<file path="src/rtl/l2_wr_cfg.svh">
`ifndef L2_WR_CFG_SVH
`define L2_WR_CFG_SVH

// log2 of the words in one cache line. 1, 2 and 3 are supported.
`define L2_OFFSET_WIDTH 2

// words per cache line.
`define L2_LINE_WORDS (1 << `L2_OFFSET_WIDTH)

// byte address width on both the cache and memory sides.
`define L2_ADDR_W 32

`endif

</file>
<file path="src/rtl/l2_wr_pkg.sv">
`default_nettype none

`include "l2_wr_cfg.svh"

package l2_wr_pkg;

    // owner of the memory write channel, as seen by the arbiter.
    typedef enum logic [4:0] {
        IDLE   = 5'd0,
        DMA_AW = 5'd1,
        DMA_W  = 5'd2,
        DMA_B  = 5'd3,
        LINE   = 5'd4
    } wr_state_e;

    typedef struct packed {
        logic [`L2_ADDR_W-1:0] addr;
        logic [7:0]            len;  // beats minus one.
        logic [2:0]            size; // log2 of bytes per beat.
    } axi_aw_t;

    typedef struct packed {
        logic [31:0] data;
        logic [3:0]  strb;
        logic        last;
    } axi_w_t;

    typedef struct packed {
        logic [`L2_ADDR_W-1:0]              addr;
        logic [`L2_LINE_WORDS-1:0][31:0]    data; // word 0 goes out first.
    } line_req_t;

    typedef struct packed {
        logic [`L2_ADDR_W-1:0] addr;
        logic [31:0]           data;
        logic [3:0]            strb;
        logic [2:0]            size;
    } unc_req_t;

endpackage

`default_nettype wire

</file>
<file path="src/rtl/l2_wr_fsm.sv">
`timescale 1ns/1ps
`default_nettype none

module l2_wr_fsm (
    input  wire                   clk,
    input  wire                   rstn,
    input  wire                   req,
    input  wire                   dma_sign,
    input  wire                   buf_busy,
    input  wire                   awready,
    input  wire                   wready,
    input  wire                   bvalid,
    output l2_wr_pkg::wr_state_e  crt
);

    l2_wr_pkg::wr_state_e state;
    l2_wr_pkg::wr_state_e state_nxt;

    always_comb begin
        state_nxt = state;
        case (state)
            l2_wr_pkg::IDLE: begin
                if (req && dma_sign && !buf_busy) begin
                    state_nxt = l2_wr_pkg::DMA_AW; // a line in flight keeps the beat waiting.
                end
            end
            l2_wr_pkg::DMA_AW: begin
                if (awready) begin
                    state_nxt = l2_wr_pkg::DMA_W;
                end
            end
            l2_wr_pkg::DMA_W: begin
                if (wready) begin
                    state_nxt = l2_wr_pkg::DMA_B;
                end
            end
            l2_wr_pkg::DMA_B: begin
                if (bvalid) begin
                    state_nxt = l2_wr_pkg::IDLE;
                end
            end
            default: begin
                state_nxt = l2_wr_pkg::IDLE;
            end
        endcase
    end

    always_ff @(posedge clk) begin
        if (!rstn) begin
            state <= l2_wr_pkg::IDLE;
        end else begin
            state <= state_nxt;
        end
    end

    // the buffer owns the channel for as long as it is busy.
    // An uncached write never starts then, so LINE only overrides IDLE.
    assign crt = (state == l2_wr_pkg::IDLE && buf_busy) ? l2_wr_pkg::LINE : state;

endmodule

`default_nettype wire

</file>
<file path="src/rtl/wb_beat_counter.sv">
`timescale 1ns/1ps
`default_nettype none

`include "l2_wr_cfg.svh"

module wb_beat_counter (
    input  wire                          clk,
    input  wire                          rstn,
    input  wire                          clear,
    input  wire                          step,
    output logic [`L2_OFFSET_WIDTH-1:0]  beat,
    output logic                         last_beat
);

    always_ff @(posedge clk) begin
        if (!rstn) begin
            beat <= '0;
        end else if (clear) begin
            beat <= '0; // a new line always starts at word 0.
        end else if (step) begin
            beat <= beat + 1'b1; // wraps back to 0 after the last word.
        end
    end

    assign last_beat = (beat == `L2_OFFSET_WIDTH'(`L2_LINE_WORDS - 1));

endmodule

`default_nettype wire

</file>
<file path="src/rtl/line_write_buffer.sv">
`timescale 1ns/1ps
`default_nettype none

`include "l2_wr_cfg.svh"

module line_write_buffer (
    input  wire                    clk,
    input  wire                    rstn,
    input  wire                    load,
    input  wire l2_wr_pkg::line_req_t line,
    output l2_wr_pkg::axi_aw_t     aw,
    output logic                   awvalid,
    input  wire                    awready,
    output l2_wr_pkg::axi_w_t      w,
    output logic                   wvalid,
    input  wire                    wready,
    input  wire                    bvalid,
    output logic                   bready,
    output logic                   busy
);

    localparam logic [1:0] PH_IDLE = 2'd0;
    localparam logic [1:0] PH_AW   = 2'd1;
    localparam logic [1:0] PH_W    = 2'd2;
    localparam logic [1:0] PH_B    = 2'd3;

    logic [1:0]                   phase;
    l2_wr_pkg::line_req_t         line_q;
    logic [`L2_OFFSET_WIDTH-1:0]  beat;
    logic                         last_beat;
    logic                         w_fire;

    assign w_fire = wvalid && wready;

    wb_beat_counter wb_beat_counter_inst (
        .clk       (clk),
        .rstn      (rstn),
        .clear     (load),
        .step      (w_fire),
        .beat      (beat),
        .last_beat (last_beat)
    );

    always_ff @(posedge clk) begin
        if (!rstn) begin
            phase <= PH_IDLE;
        end else begin
            case (phase)
                PH_IDLE: phase <= load ? PH_AW : PH_IDLE;
                PH_AW:   phase <= awready ? PH_W : PH_AW;
                PH_W:    phase <= (wready && last_beat) ? PH_B : PH_W;
                default: phase <= bvalid ? PH_IDLE : PH_B;
            endcase
        end
    end

    always_ff @(posedge clk) begin
        if (load) begin
            line_q <= line;
        end
    end

    always_comb begin
        aw.addr   = line_q.addr;
        aw.len    = 8'(`L2_LINE_WORDS - 1);
        aw.size   = 3'd2; // full 32-bit words.
        w.data    = line_q.data[beat];
        w.strb    = 4'hF;
        w.last    = last_beat;
    end

    assign awvalid = (phase == PH_AW);
    assign wvalid  = (phase == PH_W);
    assign bready  = (phase == PH_B);
    assign busy    = (phase != PH_IDLE);

endmodule

`default_nettype wire

</file>
<file path="src/rtl/write_arbiter.sv">
`timescale 1ns/1ps
`default_nettype none

module write_arbiter (
    input  wire                      clk,
    input  wire                      rstn,
    input  wire l2_wr_pkg::wr_state_e crt,
    input  wire                      req,
    input  wire                      dma_sign,
    input  wire l2_wr_pkg::line_req_t line,
    input  wire l2_wr_pkg::unc_req_t  unc,
    output logic                     addr_ok,
    output logic                     buf_load,
    output l2_wr_pkg::line_req_t     buf_line,
    input  wire l2_wr_pkg::axi_aw_t   buf_aw,
    input  wire                      buf_awvalid,
    output logic                     buf_awready,
    input  wire l2_wr_pkg::axi_w_t    buf_w,
    input  wire                      buf_wvalid,
    output logic                     buf_wready,
    output logic                     buf_bvalid,
    input  wire                      buf_bready,
    output l2_wr_pkg::axi_aw_t       aw,
    output logic                     awvalid,
    input  wire                      awready,
    output l2_wr_pkg::axi_w_t        w,
    output logic                     wvalid,
    input  wire                      wready,
    input  wire                      bvalid,
    output logic                     bready
);

    l2_wr_pkg::unc_req_t unc_q;
    logic                unc_start;

    // crt reads IDLE only while the buffer is free.
    assign unc_start = (crt == l2_wr_pkg::IDLE) && req && dma_sign;
    assign buf_load  = (crt == l2_wr_pkg::IDLE) && req && !dma_sign;

    always_ff @(posedge clk) begin
        if (!rstn) begin
            unc_q <= '0;
        end else if (unc_start) begin
            unc_q <= unc; // held until the response comes back.
        end
    end

    always_comb begin
        addr_ok     = 1'b0;
        buf_line    = '0;
        buf_awready = 1'b0;
        buf_wready  = 1'b0;
        buf_bvalid  = 1'b0;
        aw          = '0;
        awvalid     = 1'b0;
        w           = '0;
        wvalid      = 1'b0;
        bready      = 1'b0;
        case (crt)
            l2_wr_pkg::IDLE, l2_wr_pkg::LINE: begin
                addr_ok     = buf_load; // a line is acknowledged as it is taken.
                buf_line    = line;
                aw          = buf_aw;
                awvalid     = buf_awvalid;
                w           = buf_w;
                wvalid      = buf_wvalid;
                bready      = buf_bready;
                buf_awready = awready;
                buf_wready  = wready;
                buf_bvalid  = bvalid;
            end
            l2_wr_pkg::DMA_AW: begin
                aw.addr = unc_q.addr;
                aw.len  = 8'd0;
                aw.size = unc_q.size;
                awvalid = 1'b1;
            end
            l2_wr_pkg::DMA_W: begin
                w.data  = unc_q.data;
                w.strb  = unc_q.strb;
                w.last  = 1'b1;
                wvalid  = 1'b1;
                addr_ok = wready; // uncached beats are acknowledged on the data transfer.
            end
            l2_wr_pkg::DMA_B: begin
                bready = 1'b1;
            end
            default: begin
                bready = 1'b0;
            end
        endcase
    end

endmodule

`default_nettype wire

</file>
<file path="src/rtl/l2_write_path.sv">
`timescale 1ns/1ps
`default_nettype none

module l2_write_path (
    input  wire                      clk,
    input  wire                      rstn,
    input  wire                      req,
    input  wire                      dma_sign,
    input  wire l2_wr_pkg::line_req_t line,
    input  wire l2_wr_pkg::unc_req_t  unc,
    output logic                     addr_ok,
    output l2_wr_pkg::axi_aw_t       aw,
    output logic                     awvalid,
    input  wire                      awready,
    output l2_wr_pkg::axi_w_t        w,
    output logic                     wvalid,
    input  wire                      wready,
    input  wire                      bvalid,
    output logic                     bready
);

    l2_wr_pkg::wr_state_e  crt;
    logic                  buf_busy;
    logic                  buf_load;
    l2_wr_pkg::line_req_t  buf_line;
    l2_wr_pkg::axi_aw_t    buf_aw;
    logic                  buf_awvalid;
    logic                  buf_awready;
    l2_wr_pkg::axi_w_t     buf_w;
    logic                  buf_wvalid;
    logic                  buf_wready;
    logic                  buf_bvalid;
    logic                  buf_bready;

    l2_wr_fsm l2_wr_fsm_inst (
        .clk      (clk),
        .rstn     (rstn),
        .req      (req),
        .dma_sign (dma_sign),
        .buf_busy (buf_busy),
        .awready  (awready),
        .wready   (wready),
        .bvalid   (bvalid),
        .crt      (crt)
    );

    line_write_buffer line_write_buffer_inst (
        .clk     (clk),
        .rstn    (rstn),
        .load    (buf_load),
        .line    (buf_line),
        .aw      (buf_aw),
        .awvalid (buf_awvalid),
        .awready (buf_awready),
        .w       (buf_w),
        .wvalid  (buf_wvalid),
        .wready  (buf_wready),
        .bvalid  (buf_bvalid),
        .bready  (buf_bready),
        .busy    (buf_busy)
    );

    write_arbiter write_arbiter_inst (
        .clk         (clk),
        .rstn        (rstn),
        .crt         (crt),
        .req         (req),
        .dma_sign    (dma_sign),
        .line        (line),
        .unc         (unc),
        .addr_ok     (addr_ok),
        .buf_load    (buf_load),
        .buf_line    (buf_line),
        .buf_aw      (buf_aw),
        .buf_awvalid (buf_awvalid),
        .buf_awready (buf_awready),
        .buf_w       (buf_w),
        .buf_wvalid  (buf_wvalid),
        .buf_wready  (buf_wready),
        .buf_bvalid  (buf_bvalid),
        .buf_bready  (buf_bready),
        .aw          (aw),
        .awvalid     (awvalid),
        .awready     (awready),
        .w           (w),
        .wvalid      (wvalid),
        .wready      (wready),
        .bvalid      (bvalid),
        .bready      (bready)
    );

endmodule

`default_nettype wire

</file>
<file path="config.mk">
export PLATFORM = sky130hd
export DESIGN_NAME = l2_write_path
export DESIGN_NICKNAME = d
export VERILOG_FILES = /design/src/rtl/l2_wr_pkg.sv /design/src/rtl/l2_wr_fsm.sv /design/src/rtl/wb_beat_counter.sv /design/src/rtl/line_write_buffer.sv /design/src/rtl/write_arbiter.sv /design/src/rtl/l2_write_path.sv
export VERILOG_INCLUDE_DIRS = /design/src /design/src/rtl
export SDC_FILE = /design/constraint.sdc
export NUM_CORES = 1
export LEC_CHECK = 0
export BUFFER_PORTS_ARGS = -buffer_cell sky130_fd_sc_hd__buf_2
export CAP_MARGIN = 10
export CORE_MARGIN = 4
export CORE_UTILIZATION = 50
export DETAILED_ROUTE_END_ITERATION = 8
export PLACE_DENSITY = 0.78
export RECOVER_POWER = 100
export SLEW_MARGIN = 0
export SYNTH_ARGS = -nofsm -noshare
export SYNTH_HDL_FRONTEND = slang
export SYNTH_SLANG_ARGS = --single-unit
</file>
<file path="constraint.sdc">
create_clock -name clk -period 53.8 [get_ports clk]
set_input_delay 16.14 -clock clk [delete_from_list [all_inputs] [get_ports clk]]
set_output_delay 16.14 -clock clk [all_outputs]
set_load 0.01 [all_outputs]
</file>
==> flow_summary_export.csv <==
group,metric,value,unit
sta,setup_repair_after_global_routing_missed_its_margin,"no",
finish,area_growth_syn_to_layout,20.5,%
critical_path,worst_r2r_endpoint,"line_write_buffer_inst.line_q[20]",
die,die-height,153,µm
clocking,post_cts.repair.setup_buffers,0,
global_route,antenna_violations_before_repair,0,
critical_path,crit_cells,5,
clocking,ctsRootBufferMaster,"sky130_fd_sc_hd__clkbuf_16",
worst_hold_path,hold_path_startpoint,"write_arbiter_inst.unc_q[2]",
global_route,globalRouteMet3Util,3.79,%
finish,final_design_area_no_fill,12700,µm²
sta,worstMarginPinSlew,8.49,ns
critical_path,crit_path_cell_trace,"clkbuf_1, nand3_1, nor2_4, a21o_1, clkbuf_1",
yosys,ys_seq_area_share,60.4,%
place,io_buffer_count,315,
clocking,cts-resized-gates,0,
global_route,grt_pass1_wl,38300,µm
critical_path,critPathRequiredTime,37.66,ns
place,dpl-instance-area,12100,µm²
place,hpwlAfterDp,17300,µm
critical_path,critical_path.endpoint,"addr_ok",
power,pwr-share-clk,25.8,%
yosys,top_area_cell_type_share_of_the_netlist_area,45.7,%
clocking,clk_latency,0.51,ns
place,gp_congestion,0.888,
yosys,yosysTopAreaCell,"sky130_fd_sc_hd__edfxtp_1",
finish,layout-drive-gt1-share,26.8,%
power,p_int,0.000419,W
power,p_seq_share,42.5,%
critical_path,critPathKind,"in2out",
sta,timing.final.crit_share,61.5,%
yosys,yosys_register_bits,237,
sta,final_hold_viol_count,0,
critical_path,register_to_register_path_setup_slack,44.78,ns
clocking,cts_hold_repair.buffers,0,
sta,fin_tns_setup,0,ns
clocking,cts_tree,"yes",
routing,drt.antenna.violating_nets,0,
routing,drt_drc_violations_left,0,
die,die-width,153,µm
routing,routed_wire_length_per_instance,18.0,µm
finish,layout_commonest_cell,"sky130_fd_sc_hd__buf_2",
run_status,violations,"max-capacitance violations, max-slew violations",
critical_path,worst_setup_path_end_kind,"output port",
clocking,cts_sinks,237,
critical_path,slowest_stage,"sky130_fd_sc_hd__clkbuf_1",
sta,fin_worst_hold_slack,0.469,ns
critical_path,worst_path_most_repeated_cell,"sky130_fd_sc_hd__clkbuf_1",
yosys,yosys_warnings,0,
die,start_util,51.4,%
power,p_sw,0.000195,W
sta,maxSlewHeadroom,-466,%
critical_path,worstReg2RegStart,"l2_wr_fsm_inst.state[0]",
clocking,tritoncts.num_buffers,25,
finish,most-common-layout-cells,"235 x sky130_fd_sc_hd__buf_2, 160 x sky130_fd_sc_hd__edfxtp_1, 95 x sky130_fd_sc_hd__clkbuf_1",
worst_hold_path,hold_crit_path_type,"reg2reg",
finish,antenna_diode_count,0,
critical_path,crit_family,"buffers and inverters",
critical_path,cpPeakStageDelay,0.20,ns
global_route,first_global_vias,7300,
yosys,synthCells,845,
global_route,overflow,0,
finish,fin_nets,1363,
run_status,outcome,"complete, but fails checks",
routing,firstDrtPassIters,5,
power,power_density,48.5,nW/µm²
die,die_area,23400,µm²
global_route,gr-usage-all-layers,20.1,%
routing,route.detailed.vias_per_inst,5.32,
global_route,grt-busiest-layer,"met2",
routing,dr_total_vias,7481,
sta,fin_crit,33.11,ns
power,ir_worst_vdd,0.0307,mV
yosys,syn_area_per_cell,12.4,µm²
critical_path,r2r.worst_path.cells,5,
critical_path,bufs_and_invs_on_worst_path,2,
yosys,yosys-top-cells-area,"sky130_fd_sc_hd__edfxtp_1 46%, sky130_fd_sc_hd__dfxtp_1 15%, sky130_fd_sc_hd__and2_1 9.6%",
critical_path,worst-endpoint-arrival,16.97,ns
routing,totalWireLength,25200,µm
clocking,cts.reportedPaths.clkPinSlew,0.06,ns
critical_path,critPathLaunchType,"input port",
yosys,syn_area,10500,µm²
power,static-leakage-power,4.84,nW
sta,clock-skew-final,0.0107,ns
global_route,gr-usage-met2,32.9,%
flow_run,cap_viol_max_count,8,
sta,timing.fmax,0.0302,GHz
clocking,htree_levels,1,
critical_path,critPathMaxFanout,4,
global_route,largest_net_degree_at_the_start_of_global_routing,163,
die,num_rows,52,
critical_path,worst_setup_path_startpoint,"req",
yosys,post_synth_num_cell_types,40,
die,floorplan.core_area,20400,µm²
routing,initialDrtViolationCount,449,
die,pin_count,322,
sta,final-setup-viol-count,0,
power,comb_power_share,31.7,%
sta,slew_viol_final,635,
global_route,grtUsageMet1,27.7,%
power,p_sw_share,31.8,%
clocking,clock_tree.buffer_depth,3,
kinds of logic after synthesis:
| group | count (synthesis) | share of synthesized area, % |
|---|---|---|
| compound gates | 150 | 9.80 |
| fa+ha+maj | 7 | 0.834 |
| mux | 35 | 7.27 |
| xor+xnor | 1 | 0.0834 |
| other cells | 1 | 0.0357 |
| flops | 237 | 60.4 |
| simple gates | 327 | 16.9 |
| buf+inv | 87 | 4.68 |
power groups by stage:
stage	clock, W	combinational [W]	sequential, W
after floorplan	0	0.000140	0.000260
after global placement	0	0.000200	0.000256
after detailed placement	0	0.000203	0.000258
after CTS	0.000162	0.000204	0.000254
after global routing	0.000169	0.000216	0.000264
final	0.000158	0.000195	0.000261
state kept, by name (all words and copies together), names as in the netlist:
| register | count |
|---|---|
| l2_wr_fsm_inst.state | 2 |
| line_write_buffer_inst.wb_beat_counter_inst.beat | 2 |
| line_write_buffer_inst.phase | 2 |
| write_arbiter_inst.unc_q | 71 |
| line_write_buffer_inst.aw | 32 |
| line_write_buffer_inst.line_q | 128 |
how the worst min path moves through the flow:
stage                                    to  slack, ns  depth (start not counted)
2_1_floorplan   write_arbiter_inst.unc_q[0]       0.43                          2
3_3_place_gp   write_arbiter_inst.unc_q[42]       0.44                          2
3_5_place_dp   write_arbiter_inst.unc_q[44]       0.46                          2
4_1_cts        write_arbiter_inst.unc_q[44]       0.46                          2
5_1_grt         write_arbiter_inst.unc_q[2]       0.50                          2
6_report        write_arbiter_inst.unc_q[2]       0.47                          2
metal layers:
layer / vias to the layer above / share of wire, %
li1: 3586 / -
met1: 3540 / 41
met2: 313 / 48
met3: 42 / 7.8
met4: 0 / 2.8
met5: - / 0
per-stage QoR:
stage | worst slack, ns | util [%] | instances | power [W]
4_1_cts | 20.84 | 62.7 | 1406 | 0.000620
5_1_grt | 20.63 | 62.0 | 1406 | 0.000649
3_3_place_gp | 20.86 | 59.1 | 1361 | 0.000456
2_1_floorplan | 14.46 | - | 850 | 0.000400
3_5_place_dp | 20.85 | 59.1 | 1361 | 0.000461
6_report | 20.69 | 62.0 | 1406 | 0.000614
cells in the mapped netlist (all sizes together):
library cell    n
xor2            1
mux2            1
a21o            6
mux4           32
and2          162
or2             2
a21boi          1
o22ai           1
nand2          78
nor2b           2
a31oi           1
a22oi           1
o221ai          1
nand2b          1
nand4bb         1
nor3b           2
a21oi           1
clkbuf         38
dfxtp          77
conb            1
o221a           1
edfxtp        160
inv             5
nand4           1
nor2            3
ha              7
buf            44
o21ai          72
nand3          74
nand3b          1
o21a            1
a22o           64
mux2i           2
worst register-to-register path, stage by stage, from the launching register on:
cell and delay (ns):
sky130_fd_sc_hd__dfxtp_1 0.36, sky130_fd_sc_hd__inv_1 0.12, sky130_fd_sc_hd__ha_1 1.33, sky130_fd_sc_hd__nand3_1 0.32, sky130_fd_sc_hd__nor2_4 0.20, sky130_fd_sc_hd__clkbuf_1 5.89
layout make-up:
class | count | area (µm²)
well taps | 270 | 338
flip-flops and latches | 237 | 6350
repair buffers | 323 | 1520
fillers | 1637 | 7770
multi-input cells | 526 | 3690
clock buffers | 36 | 677
clock inverters | 9 | 70.1
inverters | 5 | 18.8
No activity file was read; power rests on OpenSTA's default activity.
